[src/include/hwcnn_cfg.svh]
`ifndef HWCNN_CFG_SVH
`define HWCNN_CFG_SVH

//////////////////////////////
// DDR side
`define HWCNN_DDR_ADDR_LEN 32 // Beat address
`define HWCNN_DDR_DATA_LEN 256 // One beat
`define HWCNN_BEATS_LEN 8 // Burst length count

//////////////////////////////
// On-chip buffer rows
`define HWCNN_BB_ADDR_LEN 7 // Bias buffer
`define HWCNN_WB_ADDR_LEN 6 // Weight buffer
`define HWCNN_BP_ADDR_LEN 6 // Feature buffer
`define HWCNN_BUF_ADDR_LEN 7 // Widest row address

//////////////////////////////
// Word widths
`define HWCNN_BIAS_LEN 20
`define HWCNN_WEIGHT_LEN 8
`define HWCNN_FEATURE_LEN 32
`define HWCNN_LANE_LEN 5 // Lane index within a row

`endif

[src/hdl/hwcnn_pkg.sv]
`include "hwcnn_cfg.svh"

package hwcnn_pkg;

	// Load opcodes
	typedef enum logic [1:0] {
		nop         = 2'd0,
		load_bias   = 2'd1,
		load_weight = 2'd2,
		load_data   = 2'd3
	} load_op_t;

	typedef struct packed {
		load_op_t                          op;
		logic [`HWCNN_DDR_ADDR_LEN-1:0]    ddr_addr; // First beat in DDR
		logic [`HWCNN_BEATS_LEN-1:0]       beats;
		logic [`HWCNN_BUF_ADDR_LEN-1:0]    buf_addr; // First buffer row
	} inst_t;

	// Decoder to loader
	typedef struct packed {
		logic [`HWCNN_DDR_ADDR_LEN-1:0]    ddr_addr;
		logic [`HWCNN_BEATS_LEN-1:0]       beats;
		logic [`HWCNN_BUF_ADDR_LEN-1:0]    buf_addr;
	} load_cmd_t;

	typedef struct packed {
		logic [`HWCNN_DDR_ADDR_LEN-1:0]    addr;
		logic [`HWCNN_BEATS_LEN-1:0]       beats;
	} ddr_cmd_t;

	// Show-ahead FIFO toward the design
	typedef struct packed {
		logic                              fifo_empty;
		logic [`HWCNN_DDR_DATA_LEN-1:0]    fifo_data;
	} ddr_rd_t;

	typedef logic signed [`HWCNN_BIAS_LEN-1:0]    bias_word_t;
	typedef logic signed [`HWCNN_WEIGHT_LEN-1:0]  weight_word_t;
	typedef logic signed [`HWCNN_FEATURE_LEN-1:0] feature_word_t;

	typedef struct packed {
		logic [`HWCNN_BUF_ADDR_LEN-1:0]    row;
		logic [`HWCNN_LANE_LEN-1:0]        lane;
	} buf_rd_req_t;

endpackage

[src/hdl/burst_loader.sv]
`timescale 1ns/10ps

`include "hwcnn_cfg.svh"

module burst_loader #(
	parameter type word_t = hwcnn_pkg::bias_word_t,
	parameter int  ROW_LEN = 7,
	localparam int WORD_LEN = $bits(word_t),
	localparam int LANES = `HWCNN_DDR_DATA_LEN / WORD_LEN
) (
	input  logic                  clk,
	input  logic                  reset,
	input  logic                  start,
	input  hwcnn_pkg::load_cmd_t  cmd,
	input  logic                  grant,
	input  hwcnn_pkg::ddr_rd_t    ddr_rd,
	output logic                  burst_req,
	output hwcnn_pkg::ddr_cmd_t   burst_cmd,
	output logic                  fifo_req,
	output logic                  wr_en,
	output logic [ROW_LEN-1:0]    wr_row,
	output word_t [LANES-1:0]     wr_row_data,
	output logic                  idle
);

	hwcnn_pkg::load_cmd_t          cmd_q;
	logic                          active;
	logic [`HWCNN_BEATS_LEN-1:0]   beat_cnt; // Beats popped so far
	logic [`HWCNN_BEATS_LEN-1:0]   row_sum;
	logic                          last_beat;

	//////////////////////////////
	// Burst control

	always_ff @(posedge clk) begin
		if (reset) begin
			active   <= 1'b0;
			beat_cnt <= '0;
		end else if (start) begin
			active   <= 1'b1;
			beat_cnt <= '0;
		end else if (fifo_req) begin
			beat_cnt <= beat_cnt + 1'b1;
			if (last_beat)
				active <= 1'b0;
		end
	end

	always_ff @(posedge clk) begin
		if (start)
			cmd_q <= cmd; // Held for the whole burst
	end

	assign last_beat = (beat_cnt == cmd_q.beats - 1'b1);
	assign fifo_req  = active && grant && !ddr_rd.fifo_empty;

	// Drops together with the final pop
	assign burst_req = active && !(fifo_req && last_beat);

	assign burst_cmd.addr  = cmd_q.ddr_addr;
	assign burst_cmd.beats = cmd_q.beats;

	assign idle = !active;

	//////////////////////////////
	// Beat to row

	assign row_sum = `HWCNN_BEATS_LEN'(cmd_q.buf_addr) + beat_cnt;

	assign wr_en  = fifo_req;
	assign wr_row = row_sum[ROW_LEN-1:0];

	always_comb begin
		for (int i = 0; i < LANES; i++)
			wr_row_data[i] = word_t'(ddr_rd.fifo_data[WORD_LEN*i +: WORD_LEN]); // Lane 0 at LSB
	end

endmodule

[config.mk]
export PLATFORM = sky130hd
export DESIGN_NAME = burst_loader
export DESIGN_NICKNAME = d
export VERILOG_FILES = /design/src/hdl/hwcnn_pkg.sv /design/src/hdl/burst_loader.sv
export VERILOG_INCLUDE_DIRS = /design/src /design/src/include
export SDC_FILE = /design/constraint.sdc
export NUM_CORES = 1
export LEC_CHECK = 0
export BUFFER_PORTS_ARGS = -buffer_cell sky130_fd_sc_hd__buf_2
export CAP_MARGIN = 20
export CORE_AREA = 3 3 231 233
export CTS_CLUSTER_DIAMETER = 100
export CTS_CLUSTER_SIZE = 28
export DETAILED_ROUTE_END_ITERATION = 16
export DIE_AREA = 0 0 234 236
export GPL_TIMING_DRIVEN = 0
export PLACE_DENSITY_LB_ADDON = 0.3
export SLEW_MARGIN = 5
export SYNTH_ARGS = -nofsm -noshare
export SYNTH_HDL_FRONTEND = slang
export SYNTH_SLANG_ARGS = --single-unit
[constraint.sdc]
create_clock -name clk -period 2 [get_ports clk]
set_input_delay 0.2 -clock clk [delete_from_list [all_inputs] [get_ports clk]]
set_output_delay 0.2 -clock clk [all_outputs]
set_load 0.1 [all_outputs]
==> results_dict.tcl <==
set metrics [dict create \
    drt-wirelength-per-cell_um 19.04 \
    via_per_inst 2.712 \
    dr.pass1.iters 4 \
    clockRootBuffer "clkbuf_16" \
    hold_viol_final 0 \
    finalCritPeriodShare_pct 120.8 \
    ys_types 39 \
    cap_violations 0 \
    core_um2 51410 \
    seq_area_frac_synth_pct 35.72 \
    synth_warnings 0 \
    max_freq_mhz 413.9 \
    postSynthAreaPerCell_um2 9.968 \
    synth_edf_count 47 \
    slew_viol_final 0 \
    multiInputGateArea_um2 853.3 \
    path_class "flip-flop to primary output" \
    numPortBuffers 342 \
    outcome "finished, violations left" \
    worstPathArrival_ps 2220 \
    violations "setup timing" \
    fin_cells 1495 \
    die_w_um 234 \
    num_vias 4054 \
    cts_num_sinks 56 \
    regArea_um2 1599 \
    grt_first_pass_wirelength_um 34820 \
    nNetsFinal 1125 \
    pin_count 599 \
    drive_above_1_share_pct 83.31 \
    fin_skew_ps 11.46 \
    setup_viol 5 \
    synth_nets 764 \
    grt_usage_pct 9.315 \
    dieArea_um2 55220 \
    dp_cells 1470 \
    cts_buffers 5 \
    hp-class "input port to flip-flop" \
    slew_headroom_pct 57.88 \
    ir_worst_vdd_v 0.0004730 \
    period_needed_ps 2416 \
    rsz0062_at_grt "yes" \
    htree_levels 2 \
    antenna_found_initial 16 \
    drt_iter0_drc 116 \
    worstMarginPinSlew_ps 636.2 \
    grt_max_degree 30 \
    netlist_area_um2 4456 \
    clk_pin_slew_ps 80 \
    dieHeight_um 236 \
    rows 83 \
    power.leakage_uw 0.003798 \
    routabilityCongestion 0.8009 \
    clock_latency_ps 300 \
    cts-hold-fix-buffers 0 \
    postRouteAntennaNets 0 \
    drt_wl_total_um 28460 \
    fill_cells 5838 \
    clockBufferDepth 2 \
    dp_hpwl_um 26110 \
    grt_overflow 0 \
    worstPathMaxFanout 3 \
    synthArstFlopShare_pct 0 \
    grt_pass1_vias 4047 \
    drcViolationCount 0 \
    critical_path_required_ps 1800 \
    ys.flop_type "edfxtp_1" \
    ys_ff_latch 56 \
    tritoncts "done" \
    p_per_area_nw_per_um2 792.2 \
    critPathLaunchType "flip-flop" \
    layout_commonest_cell "buf_2" \
    netlist_instances 447 \
    timing.hold.ws_ps 64.40 \
    syn2layout_area_growth_pct 69.42 \
    layout_common_cells "buf_2, buf_4, edfxtp_1" \
    fin_ws_ps -416.0 \
    start_util_pct 8.667 \
    crit_path_end_kind "primary output" \
]
## cell usage after synthesis, types with 2 or more instances
cell type,count,area share (%)
buf_4,281,47
edfxtp_1,47,32
inv_1,12,1.0
nor2_1,12,1.0
xor2_1,11,2.2
dfxtp_1,9,4.0
a21oi_1,8,0.90
ha_1,8,2.2
nand2_1,7,0.59
xnor2_1,7,1.4
nand4_1,5,0.70
o21ai_1,5,0.56
nor3_1,4,0.45
nand2b_1,3,0.42
clkbuf_1,2,0.17
o211a_1,2,0.45
or3_1,2,0.28
## critical path, cell delays in order (launching register included)
cell      delay (ps)
edfxtp_1         410
ha_4             180
inv_2             40
fa_2             200
nor2b_2           50
o21ai_2          140
a21boi_2          90
buf_4            140
o211a_1          240
nor3b_4          220
buf_12           200
## registers in the layout (all words and copies together), names as in the netlist
signal and count:
active 1, cmd_q 7, beat_cnt 8, burst_cmd 40
## final cells by class
| class | count | share of cell area (%) |
|---|---|---|
| inverters | 12 | 0.5967 |
| diodes | 6 | 0.1989 |
| repair buffers | 354 | 25.31 |
| well taps | 680 | 11.27 |
| plain buffers | 284 | 28.19 |
| flip-flops and latches | 56 | 21.18 |
| multi-input cells | 95 | 11.30 |
| clock inverters | 3 | 0.2818 |
| clock buffers | 5 | 1.658 |
## what timing repair did
action | in CTS | in global routing
resized for setup | 35 | 7
pin swaps | 12 | 9
endpoints found under the setup margin | 8 | 6
hold endpoints to repair | 0 | 0
buffers inserted | 11 | 2
## path summary, 6_finish.rpt
kind                         to  slack, ps  cells past startpoint         start
setup / recovery      wr_row[6]       -420                     10      cmd_q[0]
hold / removal    burst_cmd[23]         60                      1       cmd[30]
setup reg to reg         active        170                      7  burst_cmd[0]
hold reg to reg     beat_cnt[7]        520                      2   beat_cnt[7]
## report_power, final
group / total [uW] / switching (uW) / internal (uW)
clock network: 905 / 437 / 468
registers: 1390 / 41.6 / 1350
logic: 3680 / 2940 / 739
total: 5980 / 3420 / 2560
## stage by stage
stage               worst slack (ps)  power, uW  util, %  TNS, ps  area [um^2]
global route                  -505.2       6176    14.66    -1621         7533
global placement              -494.2       5068    13.83    -1419         7107
finish                        -416.0       5980    14.68    -1144         7548
floorplan                     -506.3       4515        -   -658.4         4544
detailed placement            -516.0       5067    13.86    -1506         7127
CTS                           -471.7       6077    14.57    -1336         7491
## kinds of logic after synthesis
group                      Yosys count  synth area share (%)
AOI/OAI and AO/OA                   24                 3.539
adders and majority gates            9                 2.696
xor gates and xnor gates            18                 3.538
DFF                                 56                 35.72
and+or+nand+nor                     44                 5.729
buffers and inverters              296                 48.78
## routing by layer
metal  vias to the layer above  GRT usage [%]  wire length [um]
li1                       1896              -                 -
met3                        29          4.903              3351
met2                       287          18.13             15320
met1                      1822          8.625              9352
met5                         -              0               131
met4                        20          1.373               306
(Power assumes the default switching activity.)
