File: config.mk
export PLATFORM = sky130hd
export DESIGN_NAME = ddr_read_arbiter
export DESIGN_NICKNAME = d
export VERILOG_FILES = /design/src/hdl/hwcnn_pkg.sv /design/src/hdl/ddr_read_arbiter.sv
export VERILOG_INCLUDE_DIRS = /design/src /design/src/include
export SDC_FILE = /design/constraint.sdc
export NUM_CORES = 1
export LEC_CHECK = 0
export BUFFER_PORTS_ARGS = -buffer_cell sky130_fd_sc_hd__buf_2
export CORE_AREA = 2 2 469 471
export CTS_BUF_LIST = sky130_fd_sc_hd__clkbuf_8
export DETAILED_ROUTE_END_ITERATION = 12
export DIE_AREA = 0 0 471 473
export PLACE_DENSITY_LB_ADDON = 0.05
export SETUP_SLACK_MARGIN = 0.2
export SLEW_MARGIN = 20
export SYNTH_ARGS = -nofsm -noshare
export SYNTH_HDL_FRONTEND = slang
export SYNTH_SLANG_ARGS = --single-unit
File: constraint.sdc
create_clock -name clk -period 1.5 [get_ports clk]
set_input_delay 0.075 -clock clk [delete_from_list [all_inputs] [get_ports clk]]
set_output_delay 0.075 -clock clk [all_outputs]
set_load 0.1 [all_outputs]
File: src/include/hwcnn_cfg.svh
`ifndef HWCNN_CFG_SVH
`define HWCNN_CFG_SVH

//////////////////////////////
// DDR side
`define HWCNN_DDR_ADDR_LEN 32 // Beat address
`define HWCNN_DDR_DATA_LEN 256 // One beat
`define HWCNN_BEATS_LEN 8 // Burst length count

//////////////////////////////
// On-chip buffer rows
`define HWCNN_BB_ADDR_LEN 7 // Bias buffer
`define HWCNN_WB_ADDR_LEN 6 // Weight buffer
`define HWCNN_BP_ADDR_LEN 6 // Feature buffer
`define HWCNN_BUF_ADDR_LEN 7 // Widest row address

//////////////////////////////
// Word widths
`define HWCNN_BIAS_LEN 20
`define HWCNN_WEIGHT_LEN 8
`define HWCNN_FEATURE_LEN 32
`define HWCNN_LANE_LEN 5 // Lane index within a row

`endif

File: src/hdl/hwcnn_pkg.sv
`include "hwcnn_cfg.svh"

package hwcnn_pkg;

	// Load opcodes
	typedef enum logic [1:0] {
		nop         = 2'd0,
		load_bias   = 2'd1,
		load_weight = 2'd2,
		load_data   = 2'd3
	} load_op_t;

	typedef struct packed {
		load_op_t                          op;
		logic [`HWCNN_DDR_ADDR_LEN-1:0]    ddr_addr; // First beat in DDR
		logic [`HWCNN_BEATS_LEN-1:0]       beats;
		logic [`HWCNN_BUF_ADDR_LEN-1:0]    buf_addr; // First buffer row
	} inst_t;

	// Decoder to loader
	typedef struct packed {
		logic [`HWCNN_DDR_ADDR_LEN-1:0]    ddr_addr;
		logic [`HWCNN_BEATS_LEN-1:0]       beats;
		logic [`HWCNN_BUF_ADDR_LEN-1:0]    buf_addr;
	} load_cmd_t;

	typedef struct packed {
		logic [`HWCNN_DDR_ADDR_LEN-1:0]    addr;
		logic [`HWCNN_BEATS_LEN-1:0]       beats;
	} ddr_cmd_t;

	// Show-ahead FIFO toward the design
	typedef struct packed {
		logic                              fifo_empty;
		logic [`HWCNN_DDR_DATA_LEN-1:0]    fifo_data;
	} ddr_rd_t;

	typedef logic signed [`HWCNN_BIAS_LEN-1:0]    bias_word_t;
	typedef logic signed [`HWCNN_WEIGHT_LEN-1:0]  weight_word_t;
	typedef logic signed [`HWCNN_FEATURE_LEN-1:0] feature_word_t;

	typedef struct packed {
		logic [`HWCNN_BUF_ADDR_LEN-1:0]    row;
		logic [`HWCNN_LANE_LEN-1:0]        lane;
	} buf_rd_req_t;

endpackage

File: src/hdl/ddr_read_arbiter.sv
`timescale 1ns/10ps

module ddr_read_arbiter (
	input  logic                 clk,
	input  logic                 reset,
	input  logic [2:0]           burst_req,
	input  hwcnn_pkg::ddr_cmd_t  burst_cmd [0:2],
	input  hwcnn_pkg::ddr_rd_t   ddr_rd,
	input  logic [2:0]           fifo_req_in,
	output logic [2:0]           grant,
	output logic                 ddr_conf,
	output hwcnn_pkg::ddr_cmd_t  ddr_cmd,
	output logic                 ddr_fifo_req,
	output hwcnn_pkg::ddr_rd_t   loader_rd [0:2]
);

	logic       active; // A burst owns the port
	logic [1:0] owner;
	logic [1:0] ptr; // Highest priority requester
	logic [1:0] pick;
	logic       found;
	logic       conf_q;

	function automatic logic [1:0] next_port(input logic [1:0] p);
		return (p == 2'd2) ? 2'd0 : p + 2'd1;
	endfunction

	// Round-robin search from ptr
	always_comb begin
		logic [1:0] cand;
		cand  = ptr;
		found = 1'b0;
		pick  = ptr;
		for (int k = 0; k < 3; k++) begin
			if (!found && burst_req[cand]) begin
				found = 1'b1;
				pick  = cand;
			end
			cand = next_port(cand);
		end
	end

	always_ff @(posedge clk) begin
		if (reset) begin
			active <= 1'b0;
			owner  <= 2'd0;
			ptr    <= 2'd0; // Bias first
			conf_q <= 1'b0;
		end else begin
			conf_q <= 1'b0;
			if (active) begin
				if (!burst_req[owner]) begin // Last beat popped
					active <= 1'b0;
					ptr    <= next_port(owner);
				end
			end else if (found) begin
				active <= 1'b1;
				owner  <= pick;
				conf_q <= 1'b1;
			end
		end
	end

	assign grant        = active ? (3'b001 << owner) : 3'b000;
	assign ddr_conf     = conf_q;
	assign ddr_cmd      = burst_cmd[owner];
	assign ddr_fifo_req = active && fifo_req_in[owner];

	// Losers see an empty FIFO
	always_comb begin
		for (int i = 0; i < 3; i++) begin
			loader_rd[i].fifo_data  = ddr_rd.fifo_data;
			loader_rd[i].fifo_empty = ddr_rd.fifo_empty || !grant[i];
		end
	end

endmodule

==> flow_summary.yaml <==
setup_path:
  critPathSlowestCell: "dfxtp_4"
  crit_top_cell: "buf_12"
  reg2reg_slack_ps: 150
  crit_required_ps: 1420
  end_kind: "primary output"
  r2r_end: "ptr[1]"
  r2r_start: "owner[0]"
  cp_slowest_stage_delay_ps: 390
  critPathLaunchType: "flop"
  crit_type: "reg2out"
  r2r_cells: 5
  worst_ep_arrival_time_ps: 1610
  path_max_fanout: 7
  cp_cell_sequence: "buf_12 > buf_16 > buf_6 > mux2i_4 > o21ai_4 > buf_12"
synth:
  muxShareOfSynthArea: 0.0582
  synth_area_um2: 7050
  yosys_register_bits: 6
  synth_nets: 1343
  synthXorXnorAreaFrac: 0
  yosys-top-cells-area: "buf_4 83%, mux2i_1 5.8%, o21ai_0 2.6%, nand2_1 2.3%, dfxtp_1 1.7%"
  avgSynthCellArea_um2: 7.36
  ys_types: 31
  synthSimpleGateAreaFrac: 0.0378
  syn_inst: 958
  ys_warn_count: 0
  synth_compound_area_frac: 0.0513
  synth-seq-area-share: 0.0170
  synth.largest_area_cell: "buf_4"
  synth_top_family_by_area: "buffers and inverters"
  synth-adder-area-share: 0
  synth_top_area_share: 0.829
power_and_ir_drop:
  p_per_area_nw_per_um2: 571
  switching_power_mw: 2.58
  clkPwrFrac: 0.060
  switching_share: 0.570
  p_seq_frac: 0.045
  p_total_mw: 4.52
  vdd_drop_max_uv: 230
  p_int_mw: 1.94
  total_leakage_power_nw: 1.97
  pwr-share-comb: 0.895
min_path:
  hold_depth: 0
  worstHoldStart: "ddr_rd[223]"
  min_to: "loader_rd[480]"
  holdCritPathClass: "in2out"
sta:
  slew_headroom: 0.678
  worstMarginPinSlew_ps: 486
  setup_ws_ps: -184
  fin_setup_tns_ps: -5450
  fmax_ghz: 0.594
  rsz0062_at_grt: "yes"
  setup_viol: 44
  finalCriticalPeriod_ps: 1680
  fin_crit_sh: 1.12
  fin_skew_ps: 2.18
  drv_slew: 0
  hold_viol: 0
cells_and_area:
  diodes: 0
  drive_gt1_frac: 0.883
  fin_util: 0.0363
  layout_commonest_cell: "buf_2"
  final_cells: 3280
  nNetsFinal: 796
  layout_common_cells: "129 x buf_2, 58 x buf_12, 26 x buf_4"
  layout-area-overhead-vs-synth_pct: 12.3
floorplanning:
  dieWidth_um: 471
  pin_count: 1201
  die-area_um2: 223000
  design.core.area_um2: 218000
  row_count: 172
  die_height_um: 473
  start_util: 0.0323
drt:
  wl_per_cell_um: 12.6
  drc: 0
  dr_total_vias: 3101
  vias_per_cell: 0.945
  drtAntennaViolNets: 0
  first_pass_iters: 4
  drt_wl_total_um: 41300
  drt_iter0_drc: 97
grt:
  grt_usage: 0.0335
  grt_pass1_vias: 3657
  grt_pass1_wl_um: 48400
  grt_max_degree: 22
  grt_antenna_before_repair: 1
  overflow: 0
cts:
  h-tree-depth: 1
  clk_latency_ps: 230
  ctsRootBufferMaster: "clkbuf_8"
  cts_num_sinks: 6
  cts_made_buffers: 3
  cts_buffer_depth: 2
  path_clk_slew_ps: 40
  cts_hold_buffers: 0
  cts_tree: "done"
place:
  port-buffer-count: 176
  dpl.cell_count: 3263
  dp.final_hpwl_um: 35800
  gp_congestion: 0.606
outcome:
  status: "finished with violations"
  violations: "negative setup slack"
flow_run:
  drv_cap: 0
## repair_timing
| action | CTS | global route |
|---|---|---|
| pin swaps | 13 | 15 |
| setup endpoints to repair | 51 | 52 |
| gates cloned | 1 | 2 |
| gates resized for setup | 60 | 79 |
| setup buffers | 6 | 5 |
## cells by family (layout without fill, tap and decap cells)
group,Yosys count,count (layout)
AO/OA/AOI/OAI,59,59
buffers and inverters,791,242
flip-flops,6,6
multiplexers,41,41
AND/OR/NAND/NOR,61,61
## cells in the mapped netlist
master and instances:
a211oi_1 2, a21boi_2 1, a21o_1 1, a21oi_1 3
a21oi_2 1, a221oi_2 1, a311o_1 1, a32oi_1 1
and2_1 1, and2b_1 1, buf_1 1, buf_4 779
clkbuf_1 5, dfxtp_1 6, inv_1 6, mux2i_1 41
nand2_1 43, nand2b_1 4, nand3_1 1, nand3b_1 1
nor2_1 5, nor2b_1 2, nor3_2 1, o211ai_1 2
o21ai_0 36, o21ai_1 5, o22ai_1 2, o31ai_1 1
o31ai_4 1, o41ai_1 1, or3_1 2
## worst max path at each step
| stage | start | endpoint | slack, ps |
|---|---|---|---|
| finish | owner[0] | ddr_cmd[34] | -180 |
| global route | owner[0] | ddr_cmd[8] | -230 |
| CTS | owner[0] | ddr_cmd[35] | -210 |
| detailed placement | owner[0] | ddr_cmd[27] | -150 |
| global placement | owner[0] | ddr_cmd[27] | -140 |
| floorplan | owner[1] | loader_rd[256] | -160 |
## critical path, delay by kind of cell (launching register included)
family | cells | cell delay, ps
buf+inv | 4 | 620
flops | 1 | 390
mux | 1 | 180
compound gates | 1 | 170
## state kept, by name, indices dropped and copies added (netlist names)
name / cells
owner: 2
ddr_conf: 1
active: 1
ptr: 2
## power by group through the flow
stage	sequential, mW	clock [mW]	combinational [mW]
after floorplan	0.210	0	11.7
after global placement	0.214	0	3.69
after detailed placement	0.213	0	3.65
after CTS	0.208	0.288	3.92
after global routing	0.209	0.301	4.23
final	0.204	0.272	4.04
## area by class of cell
cell class              instances  area, um^2
fillers                     26029      210000
well taps                    2871        3590
repair buffers                233        2330
multi-input cells             161        1800
flip-flops and latches          6         135
clock buffers                   3        41.3
inverters                       6        22.5
## layer usage
| layer | GRT usage | vias up | share of wire |
|---|---|---|---|
| met5 | 0.00389 | - | 0.0025 |
| met4 | 0.0288 | 2 | 0.093 |
| met3 | 0.0344 | 295 | 0.23 |
| li1 | - | 1123 | - |
| met1 | 0.0208 | 1152 | 0.21 |
| met2 | 0.0540 | 529 | 0.47 |
## through the flow
stage	setup WS, ps	hold WS (ps)	cell area (um^2)
6_report	-184	150	7920
3_3_place_gp	-137	151	7070
3_5_place_dp	-153	151	7070
4_1_cts	-210	151	7510
5_1_grt	-234	150	7920
2_1_floorplan	-165	182	7360
Power figures use the tool's default switching activity.
