**config.mk**
```make
export PLATFORM = sky130hd
export DESIGN_NAME = inst_decode
export DESIGN_NICKNAME = d
export VERILOG_FILES = /design/src/hdl/hwcnn_pkg.sv /design/src/hdl/inst_decode.sv
export VERILOG_INCLUDE_DIRS = /design/src /design/src/include
export SDC_FILE = /design/constraint.sdc
export NUM_CORES = 1
export LEC_CHECK = 0
export BUFFER_PORTS_ARGS = -buffer_cell sky130_fd_sc_hd__buf_2
export CAP_MARGIN = 20
export CORE_ASPECT_RATIO = 1.2
export CORE_MARGIN = 10
export CORE_UTILIZATION = 39
export DETAILED_ROUTE_END_ITERATION = 8
export PLACE_DENSITY = 0.74
export REMOVE_ABC_BUFFERS = 1
export SYNTH_ARGS = -nofsm -noshare
export SYNTH_HDL_FRONTEND = slang
export SYNTH_SLANG_ARGS = --single-unit
```
**constraint.sdc**
```tcl
create_clock -name clk -period 1.92 [get_ports clk]
set_input_delay 0.096 -clock clk [delete_from_list [all_inputs] [get_ports clk]]
set_output_delay 0.096 -clock clk [all_outputs]
set_load 0.005 [all_outputs]
```
**src/include/hwcnn_cfg.svh**
```systemverilog
`ifndef HWCNN_CFG_SVH
`define HWCNN_CFG_SVH

//////////////////////////////
// DDR side
`define HWCNN_DDR_ADDR_LEN 32 // Beat address
`define HWCNN_DDR_DATA_LEN 256 // One beat
`define HWCNN_BEATS_LEN 8 // Burst length count

//////////////////////////////
// On-chip buffer rows
`define HWCNN_BB_ADDR_LEN 7 // Bias buffer
`define HWCNN_WB_ADDR_LEN 6 // Weight buffer
`define HWCNN_BP_ADDR_LEN 6 // Feature buffer
`define HWCNN_BUF_ADDR_LEN 7 // Widest row address

//////////////////////////////
// Word widths
`define HWCNN_BIAS_LEN 20
`define HWCNN_WEIGHT_LEN 8
`define HWCNN_FEATURE_LEN 32
`define HWCNN_LANE_LEN 5 // Lane index within a row

`endif

```
**src/hdl/hwcnn_pkg.sv**
```systemverilog
`include "hwcnn_cfg.svh"

package hwcnn_pkg;

	// Load opcodes
	typedef enum logic [1:0] {
		nop         = 2'd0,
		load_bias   = 2'd1,
		load_weight = 2'd2,
		load_data   = 2'd3
	} load_op_t;

	typedef struct packed {
		load_op_t                          op;
		logic [`HWCNN_DDR_ADDR_LEN-1:0]    ddr_addr; // First beat in DDR
		logic [`HWCNN_BEATS_LEN-1:0]       beats;
		logic [`HWCNN_BUF_ADDR_LEN-1:0]    buf_addr; // First buffer row
	} inst_t;

	// Decoder to loader
	typedef struct packed {
		logic [`HWCNN_DDR_ADDR_LEN-1:0]    ddr_addr;
		logic [`HWCNN_BEATS_LEN-1:0]       beats;
		logic [`HWCNN_BUF_ADDR_LEN-1:0]    buf_addr;
	} load_cmd_t;

	typedef struct packed {
		logic [`HWCNN_DDR_ADDR_LEN-1:0]    addr;
		logic [`HWCNN_BEATS_LEN-1:0]       beats;
	} ddr_cmd_t;

	// Show-ahead FIFO toward the design
	typedef struct packed {
		logic                              fifo_empty;
		logic [`HWCNN_DDR_DATA_LEN-1:0]    fifo_data;
	} ddr_rd_t;

	typedef logic signed [`HWCNN_BIAS_LEN-1:0]    bias_word_t;
	typedef logic signed [`HWCNN_WEIGHT_LEN-1:0]  weight_word_t;
	typedef logic signed [`HWCNN_FEATURE_LEN-1:0] feature_word_t;

	typedef struct packed {
		logic [`HWCNN_BUF_ADDR_LEN-1:0]    row;
		logic [`HWCNN_LANE_LEN-1:0]        lane;
	} buf_rd_req_t;

endpackage

```
**src/hdl/inst_decode.sv**
```systemverilog
`timescale 1ns/10ps

module inst_decode (
	input  logic                  clk,
	input  logic                  reset,
	input  hwcnn_pkg::inst_t      instruct,
	input  logic                  inst_empty,
	input  logic                  bias_idle,
	input  logic                  weight_idle,
	input  logic                  data_idle,
	output logic                  inst_req,
	output hwcnn_pkg::load_cmd_t  load_cmd,
	output logic                  bias_start,
	output logic                  weight_start,
	output logic                  data_start,
	output logic                  busy
);

	hwcnn_pkg::inst_t inst_q; // Held instruction
	logic             held;
	logic             pending; // Fetch issued, word arrives this cycle
	logic             target_idle;
	logic             dispatch;

	//////////////////////////////
	// Fetch

	assign inst_req = !held && !pending && !inst_empty;

	always_ff @(posedge clk) begin
		if (reset) begin
			held    <= 1'b0;
			pending <= 1'b0;
		end else begin
			pending <= inst_req;
			if (pending)
				held <= 1'b1;
			else if (dispatch)
				held <= 1'b0;
		end
	end

	always_ff @(posedge clk) begin
		if (pending)
			inst_q <= instruct;
	end

	//////////////////////////////
	// Dispatch

	always_comb begin
		case (inst_q.op)
			hwcnn_pkg::load_bias:   target_idle = bias_idle;
			hwcnn_pkg::load_weight: target_idle = weight_idle;
			hwcnn_pkg::load_data:   target_idle = data_idle;
			default:                target_idle = 1'b1; // Nop just drops out
		endcase
	end

	assign dispatch = held && target_idle;

	assign bias_start   = dispatch && (inst_q.op == hwcnn_pkg::load_bias);
	assign weight_start = dispatch && (inst_q.op == hwcnn_pkg::load_weight);
	assign data_start   = dispatch && (inst_q.op == hwcnn_pkg::load_data);

	assign load_cmd.ddr_addr = inst_q.ddr_addr;
	assign load_cmd.beats    = inst_q.beats;
	assign load_cmd.buf_addr = inst_q.buf_addr;

	assign busy = held || pending || !(bias_idle && weight_idle && data_idle);

endmodule

```
==> run_results.csv, run 1 <==
group,metric,value,unit
status,status,"completed",
floorplan,core-area,0.004905,mm^2
grt,grt_pass1_vias,1500,
floorplan,start_util,39.74,%
drt,wl_per_cell,16.70,um
power,p_leak,1.208,nW
placement,io_buffers,106,
critical_path,cp-start-kind,"flip-flop",
clocking,clk_latency,0.29,ns
power,power.switching,0.4354,mW
clocking,cts_setup_buffers,0,
run,max_cap_viol_count,0,
placement,pre_cts_slack,0.8176,ns
synthesis,synth_cells,112,
grt,grt_pass1_wl,7941,um
drt,postRouteAntennaNets,0,
drt,wirelength,4877,um
layout,drive_above_1_share,50.86,%
clocking,cts-root-buf,"clkbuf_8",
timing,rsz0062_at_grt,"false",
power,power,2.375,mW
synthesis,yosys.cell_types.count,12,
layout,area_growth,46.79,%
drt,viasPerCell,4.284,
clocking,cts.path.max_buffers,2,
layout,nets,286,
power,pwr-share-comb,9.6,%
timing,worstMarginPinSlew,0.4312,ns
timing,final-setup-viol-count,0,
floorplan,dieHeight,97.45,um
layout,n_antenna_cell,0,
critical_path,required,1.82,ns
timing,period_needed,1.449,ns
layout,fill_cells,393,
floorplan,fp.dieW,84.54,um
grt,grt_max_degree,37,
critical_path,crit_path_max_fanout,36,
floorplan,core.rowCount,28,
power,internal-power,1.939,mW
drt,drc,0,
floorplan,ios,107,
layout,fin_util,58.34,%
placement,dp_hpwl,3308,um
min_path,hp-class,"in -> reg",
timing,period_share,75.45,%
clocking,clkTransAtPathRegs,0.09,ns
power,power_frac_seq,54.4,%
power,ir_worst_vdd,563.4,uV
synthesis,yosysWarnings,0,
clocking,cts_tree,"yes",
timing,finalClockSkew,0.005002,ns
drt,dr.pass1.iters,4,
synthesis,ys_seq_area_share,77.54,%
clocking,htreeDepth,2,
drt,vias,1251,
critical_path,path_class,"reg -> out",
power,clock_power_share,36.0,%
timing,slew_viol_final,0,
timing,finalHoldViolCount,0,
placement,gp_congestion,0.6643,
clocking,cts_resized,0,
timing,maxSlewHeadroom,71.26,%
clocking,cts_sinks,51,
synthesis,netlist_area,0.001949,mm^2
timing,timing.fmax,0.6903,GHz
timing,hold_ws,0.1696,ns
synthesis,ys_ff_latch,51,
drt,drt-initial-drc-count,50,
power,power.density,829.8,mW/mm^2
grt,overflow,0,
synthesis,syn_area_per_cell,17.41,um^2
critical_path,cp-end-kind,"output port",
critical_path,cp.arrival,1.35,ns
floorplan,dieArea,0.008238,mm^2
timing,setup_tns,0,ns
power,swShare,18.34,%
grt,antenna_found_initial,0,
timing,layout_setup_ws,0.4713,ns
clocking,numCtsBuffers,5,
grt,track_usage,12.10,%
==> placed cells by master, fill, tap and decap left out, drive strengths merged <==
cell         instances
a21oi                1
and4b                1
and4bb               1
buf                108
bufinv               2
clkbuf               6
dfxtp                2
dlygate4sd3         51
edfxtp              49
nand2                2
nand2b               1
nand4                2
nor2                 4
nor3                 1
nor4                 1
==> flip-flops by register name, summed over array words and instances, names as in the netlist <==
| signal | count |
|---|---|
| load_cmd | 47 |
| held | 1 |
| inst_q | 2 |
| pending | 1 |
==> Yosys cell counts (all sizes together) <==
cell type	count	area share, %
edfxtp	49	75
buf	47	18
nor2	4	0.77
dfxtp	2	2.1
nand2	2	0.39
nand4	2	0.64
a21oi	1	0.45
and4b	1	0.58
and4bb	1	0.64
nand2b	1	0.32
nor3	1	0.26
nor4	1	0.32
==> layer usage <==
layer,track usage (%),vias to the layer above,share of wire (%)
met4,3.426,0,0.72
met5,0,-,0
met2,19.43,84,49
met1,12.36,573,36
met3,8.389,6,15
li1,-,588,-
==> power by group through the flow <==
stage / Clock, mW / Sequential [mW] / Combinational [mW]
after floorplan: 0 / 1.34 / 0.00865
after detailed placement: 0 / 1.32 / 0.147
after global placement: 0 / 1.31 / 0.141
final: 0.855 / 1.29 / 0.229
after global routing: 0.921 / 1.30 / 0.252
after CTS: 0.873 / 1.29 / 0.228
==> area by class of cell <==
| type | count | area [um^2] | share of cell area, % |
|---|---|---|---|
| timing repair buffer | 159 | 1056 | 36.90 |
| tap | 60 | 75.07 | 2.624 |
| clock buffer | 6 | 72.57 | 2.536 |
| clock inverter | 2 | 60.06 | 2.099 |
| multi-input combinational | 14 | 85.08 | 2.973 |
| sequential | 51 | 1513 | 52.86 |
==> worst max-delay path: stages (launching register included) <==
cell,delay [ns]
dfxtp_2,0.33
buf_4,0.38
nor2_1,0.12
nand4_1,0.11
buf_2,0.11
==> repair_timing <==
| action | CTS | global route |
|---|---|---|
| setup endpoints to repair | 0 | 0 |
| hold buffers | 51 | 0 |
| hold endpoints to repair | 51 | 0 |
==> final timing paths <==
path	slack, ns	startpoint	end	cells past startpoint
max reg2reg	0.86	pending$_SDFF_PP0_	load_cmd[34]$_DFFE_PP_	1
min reg2reg	0.55	held$_SDFFE_PP0P_	pending$_SDFF_PP0_	1
min	0.17	data_idle	held$_SDFFE_PP0P_	4
max	0.47	pending$_SDFF_PP0_	busy	4
==> metrics by stage <==
| stage | std cells | cell area (um^2) |
|---|---|---|
| 2_1_floorplan | 65 | 1597 |
| 3_3_place_gp | 233 | 2218 |
| 3_5_place_dp | 233 | 2218 |
| 4_1_cts | 292 | 2861 |
| 5_1_grt | 292 | 2861 |
| 6_report | 292 | 2861 |
==> logic make-up (layout without fill, tap and decap cells) <==
group           Yosys count  after routing  synth area share, %
buf+inv                  47            167                18.10
flops                    51             51                77.54
compound gates            1              1               0.4494
simple gates             13             13                3.915
Power figures use the tool's default switching activity.
==> run 2, diff against run 1 <==
ABC_AREA = 1   (was default)
CORE_UTILIZATION = 40   (was 39)
PLACE_DENSITY = 0.76   (was 0.74)
clock period = 1.3 ns   (was 1.92 ns; I/O delays follow)
==> run_results.csv, run 2 <==
group,metric,value,unit
clocking,cts-root-buf,"clkbuf_8",
critical_path,path_class,"reg -> out",
grt,grt_pass1_wl,7300,um
clocking,htreeDepth,2,
synthesis,yosysMostFrequentCell,"edfxtp_1",
synthesis,synth_cells,121,
synthesis,netlist_area,0.001974,mm^2
critical_path,required,1.24,ns
critical_path,cp-start-kind,"flip-flop",
synthesis,synth_top_cell_by_area,"edfxtp_1",
power,pwr-share-comb,10.5,%
layout,mostFrequentLayoutCell,"buf_2",
min_path,hp-class,"in -> reg",
min_path,hp-start,"weight_idle",
timing,timing.fmax,0.7377,GHz
critical_path,regToRegEndpoint,"held$_SDFFE_PP0P_",
layout,layout_common_cells,"106 x buf_2, 51 x dlygate4sd3_1, 49 x edfxtp_1, 7 x buf_4",
critical_path,r2r_setup_slack,0.18,ns
timing,worstMarginPinSlew,0.2630,ns
layout,drive_above_1_share,52.44,%
synthesis,syn_area_per_cell,16.32,um^2
power,power.density,1144,mW/mm^2
floorplan,start_util,42.05,%
timing,period_needed,1.355,ns
min_path,whs_endpoint,"held$_SDFFE_PP0P_",
placement,dp_cells,241,
layout,design_area,0.002907,mm^2
grt,grt_max_degree,23,
drt,drt-initial-drc-count,46,
timing,setup_tns,-0.1509,ns
grt,track_usage,11.26,%
timing,rsz0062_at_grt,"true",
critical_path,cp-end-kind,"output port",
clocking,clkTransAtPathRegs,0.08,ns
critical_path,cp_cell_sequence,"inv_2, nand2_2, nand3_2, nand3_2, nor2_1, buf_2",
layout,fin_util,61.90,%
synthesis,synth_commonest_cells,"49 x edfxtp_1, 47 x buf_4, 6 x nor2_1",
critical_path,crit_path_max_fanout,5,
drt,wirelength,4675,um
synthesis,synth_area_leaders,"edfxtp_1 75%, buf_4 18%, dfxtp_1 2.0%",
critical_path,cp_slowest_cell,"edfxtp_1",
critical_path,regToRegStartpoint,"inst_q[48]$_DFFE_PP_",
drt,drc,0,
synthesis,ys_async_sr_fraction,0,%
critical_path,crit_family,"flip-flops",
floorplan,core-area,0.004696,mm^2
layout,largest_reg_flops,47,
critical_path,cp.arrival,1.29,ns
synthesis,synth_top_area_share,74.52,%
placement,dp_hpwl,3366,um
placement,gp_congestion,0.7575,
timing,slew_viol_final,0,
timing,period_share,104.3,%
grt,antenna_found_initial,0,
drt,viasPerCell,4.220,
synthesis,synth_ff_type,"edfxtp_1",
status,status,"complete, but fails checks",
floorplan,fp.dieW,84.14,um
floorplan,dieArea,0.008158,mm^2
power,power.switching,0.6492,mW
clocking,cts.path.max_buffers,2,
layout,n_antenna_cell,0,
timing,finalHoldViolCount,0,
grt,grt_pass1_vias,1443,
power,ir_worst_vdd,711.9,uV
power,p_leak,1.260,nW
run,max_cap_viol_count,0,
clocking,cts_sinks,51,
timing,hold_ws,0.2040,ns
floorplan,core.rowCount,27,
floorplan,dieHeight,96.96,um
placement,io_buffers,106,
layout,nets,300,
clocking,cts_tree,"yes",
drt,dr.pass1.iters,3,
drt,postRouteAntennaNets,0,
synthesis,yosys.cell_types.count,13,
clocking,numCtsBuffers,5,
synthesis,yosysWarnings,0,
layout,fin_cells,304,
timing,final-setup-viol-count,3,
power,swShare,19.52,%
critical_path,slowest_delay,0.47,ns
timing,layout_setup_ws,-0.05549,ns
drt,vias,1283,
power,clock_power_share,32.2,%
synthesis,ys_seq_area_share,76.55,%
critical_path,rr_worst_depth,7,
layout,area_growth,47.21,%
status,violations,"setup timing",
power,power_frac_seq,57.3,%
grt,overflow,0,
timing,finalClockSkew,0.007073,ns
synthesis,ys_ff_latch,51,
critical_path,cp.buffers_inverters,2,
min_path,hold_path_depth,5,
floorplan,ios,107,
clocking,clk_latency,0.30,ns
power,internal-power,2.677,mW
timing,maxSlewHeadroom,82.47,%
drt,wl_per_cell,15.38,um
synthesis,synth-edff-count,49,
critical_path,crit_top_cell,"nand3_2",
placement,placed_cell_area,0.002248,mm^2
==> run 2: changes by cell type after synthesis, sizes merged <==
cell    previous run  this run
inv                0         5
nand2              2         6
nand3              0         3
nor2               4         6
a21oi              1         0
and4b              1         0
and4bb             1         0
nand2b             1         0
nand3b             0         1
nand4              2         1
nor4               1         0
==> run 2: per-stage QoR <==
stage	power [mW]	setup slack, ns
2_1_floorplan	1.999	-0.5287
3_3_place_gp	2.156	0.3300
4_1_cts	3.371	-0.04846
3_5_place_dp	2.166	0.2792
6_report	3.326	-0.05549
5_1_grt	3.478	-0.1246
==> run 2: what timing repair did <==
item / 4_1_cts / 5_1_grt
buffers inserted: 2 / 2
setup endpoints to repair: 3 / 3
pin swaps: 1 / 0
endpoints found under the hold margin: 50 / 0
cloned: 0 / 0
resized for setup: 1 / 2
hold buffers: 51 / 0
==> run 2: final cells by class <==
class | instances | area [um^2]
Clock inverter | 3 | 43.79
Sequential cell | 51 | 1513
Timing Repair Buffer | 164 | 1094
Fill cell | 359 | 1789
Inverter | 5 | 18.77
Clock buffer | 5 | 68.82
Multi-Input combinational cell | 18 | 96.34
Tap cell | 58 | 72.57
==> run 2: how the worst max path moves through the flow <==
| stage | startpoint | endpoint | slack, ns | cells after the start |
|---|---|---|---|---|
| 4_1_cts | inst_q[48]$_DFFE_PP_ | data_start | -0.05 | 6 |
| 3_3_place_gp | inst_q[48]$_DFFE_PP_ | bias_start | 0.33 | 6 |
| 6_report | inst_q[48]$_DFFE_PP_ | data_start | -0.06 | 6 |
| 5_1_grt | inst_q[48]$_DFFE_PP_ | data_start | -0.12 | 6 |
| 3_5_place_dp | inst_q[48]$_DFFE_PP_ | data_start | 0.28 | 6 |
| 2_1_floorplan | pending$_SDFF_PP0_ | held$_SDFFE_PP0P_ | -0.53 | 4 |
==> run 2: logic make-up after synthesis <==
family                 count (synthesis)  synth area share, %
AND/OR/NAND/NOR                       18                4.626
buffers and inverters                 52                18.82
flip-flops                            51                76.55
==> run 2: power by group through the flow <==
stage	Combinational, mW	Sequential (mW)	Clock [mW]
floorplan	0.0204	1.98	0
global placement	0.217	1.94	0
detailed placement	0.225	1.94	0
CTS	0.348	1.90	1.12
global route	0.384	1.91	1.18
finish	0.350	1.90	1.07
==> run 2: worst register-to-register path, cell delays in order (launching register included) <==
cell and delay [ns]:
edfxtp_1 0.47, nand2_1 0.11, nand3_2 0.09, buf_4 0.14, buf_4 0.12, nand3_1 0.06, nand2_1 0.05, inv_1 0.04
==> run 2: metal layers <==
| layer | vias up | global-route usage, % | part of all wire (%) |
|---|---|---|---|
| li1 | 617 | - | - |
| met1 | 602 | 9.592 | 30 |
| met2 | 58 | 21.12 | 57 |
| met3 | 6 | 6.868 | 12 |
| met4 | 0 | 2.696 | 0.88 |
| met5 | - | 0 | 0 |
==> run 3, diff against run 2 <==
CORE_UTILIZATION = 44   (was 40)
PLACE_DENSITY = 0.79   (was 0.76)
clock period = 1.4 ns   (was 1.3 ns; I/O delays follow)
==> run_results.csv, run 3 (same netlist as run 2, synthesis figures left out) <==
group,metric,value,unit
placement,dp_hpwl,3426,um
floorplan,ios,107,
placement,io_buffers,106,
critical_path,cp_slowest_cell,"edfxtp_1",
timing,maxSlewHeadroom,82.94,%
critical_path,path_class,"reg -> out",
critical_path,slowest_delay,0.46,ns
power,power.density,1068,mW/mm^2
timing,final-setup-viol-count,0,
clocking,cts_tree,"yes",
critical_path,crit_family,"flip-flops",
min_path,hold_path_depth,6,
timing,timing.fmax,0.7475,GHz
floorplan,core.rowCount,26,
layout,mostFrequentLayoutCell,"buf_2",
grt,antenna_found_initial,0,
placement,pre_cts_slack,0.3324,ns
grt,grt_max_degree,43,
layout,nets,295,
grt,overflow,0,
grt,track_usage,14.14,%
floorplan,core-area,0.004294,mm^2
clocking,cts-root-buf,"clkbuf_8",
critical_path,cp-start-kind,"flip-flop",
power,ir_worst_vdd,530.9,uV
timing,period_needed,1.338,ns
floorplan,start_util,45.98,%
critical_path,crit_path_max_fanout,5,
power,power,3.065,mW
clocking,htreeDepth,2,
min_path,whs_endpoint,"held$_SDFFE_PP0P_",
layout,largest_reg_flops,47,
drt,vias,1307,
run,max_cap_viol_count,0,
clocking,cts_sinks,51,
clocking,numCtsBuffers,5,
drt,viasPerCell,4.416,
timing,period_share,95.55,%
grt,grt_pass1_wl,7872,um
timing,rsz0062_at_grt,"true",
timing,finalClockSkew,0.007095,ns
placement,gp_congestion,0.7222,
status,status,"completed",
floorplan,dieHeight,93.38,um
floorplan,dieArea,0.007578,mm^2
min_path,hp-start,"bias_idle",
floorplan,fp.dieW,81.15,um
drt,wl_per_cell,18.14,um
min_path,hp-class,"in -> reg",
grt,grt_pass1_vias,1413,
clocking,cts.path.max_buffers,2,
critical_path,regToRegEndpoint,"load_cmd[44]$_DFFE_PP_",
drt,drc,0,
critical_path,cp.arrival,1.27,ns
timing,slew_viol_final,0,
clocking,clk_latency,0.30,ns
critical_path,r2r_setup_slack,0.33,ns
critical_path,crit_top_cell,"nand3_2",
drt,postRouteAntennaNets,0,
critical_path,cp.buffers_inverters,2,
clocking,clkTransAtPathRegs,0.08,ns
critical_path,regToRegStartpoint,"pending$_SDFF_PP0_",
critical_path,cp-end-kind,"output port",
critical_path,rr_worst_depth,1,
layout,layout_common_cells,"106 x buf_2, 51 x dlygate4sd3_1, 49 x edfxtp_1",
timing,worstMarginPinSlew,0.2559,ns
layout,n_antenna_cell,0,
drt,wirelength,5369,um
drt,dr.pass1.iters,4,
critical_path,required,1.33,ns
timing,layout_setup_ws,0.06228,ns
power,p_leak,1.231,nW
layout,drive_above_1_share,50.83,%
timing,finalHoldViolCount,0,
layout,area_growth,45.37,%
drt,drt-initial-drc-count,73,
critical_path,cp_cell_sequence,"inv_2, nand2_2, nand3_2, nand3_2, nor2_1, buf_2",
run 3: worst max-delay path by stage:
| stage | slack, ns | cells past startpoint | endpoint | from |
|---|---|---|---|---|
| floorplan | -0.43 | 4 | held$_SDFFE_PP0P_ | pending$_SDFF_PP0_ |
| global placement | 0.34 | 1 | load_cmd[12]$_DFFE_PP_ | pending$_SDFF_PP0_ |
| detailed placement | 0.33 | 1 | load_cmd[11]$_DFFE_PP_ | pending$_SDFF_PP0_ |
| CTS | 0.03 | 6 | data_start | inst_q[48]$_DFFE_PP_ |
| global route | -0.03 | 6 | weight_start | inst_q[48]$_DFFE_PP_ |
| finish | 0.06 | 6 | bias_start | inst_q[48]$_DFFE_PP_ |
run 3: per-layer routing:
metal | vias to the layer above | routed length, um | track usage, %
met5 | - | 0 | 0
met4 | 0 | 81 | 5.636
met3 | 6 | 729 | 5.939
met2 | 92 | 2635 | 23.67
met1 | 605 | 1922 | 15.36
li1 | 604 | - | -
run 3: where the power goes:
group,switching [mW],total (mW),internal [mW]
clock,0.442,0.964,0.522
combinational,0.126,0.325,0.199
sequential,0.0262,1.78,1.75
total,0.594,3.06,2.47
run 3: what timing repair did:
item	in CTS	in global routing
gates resized for setup	0	2
endpoints found under the hold margin	50	0
setup endpoints to repair	0	3
setup buffers	0	1
hold buffers	51	0
run 3: cell type report:
cell class	count	area, um^2
tap	56	70.07
fill	292	1424
clock buffer	5	68.82
clock inverter	2	37.54
inverter	5	18.77
sequential	51	1513
multi-input combinational	18	93.84
timing repair buffer	159	1069
run 3: tightest hold or removal path, delay by kind of cell:
kind	cells	cell delay (ns)
AND/OR/NAND/NOR	4	0.24
buffers and inverters	2	0.13
run 3: per-stage QoR:
stage                     hold WS (ns)  utilization [%]  cell area, um^2  cells   TNS, ns
after floorplan                 0.1468                -             1622     74    -20.40
after global placement          0.2466            52.24             2243    237         0
after detailed placement        0.2437            52.24             2243    237         0
after CTS                       0.1774            66.61             2860    295         0
after global routing            0.2178            66.84             2870    296  -0.08933
final                           0.1856            66.84             2870    296         0
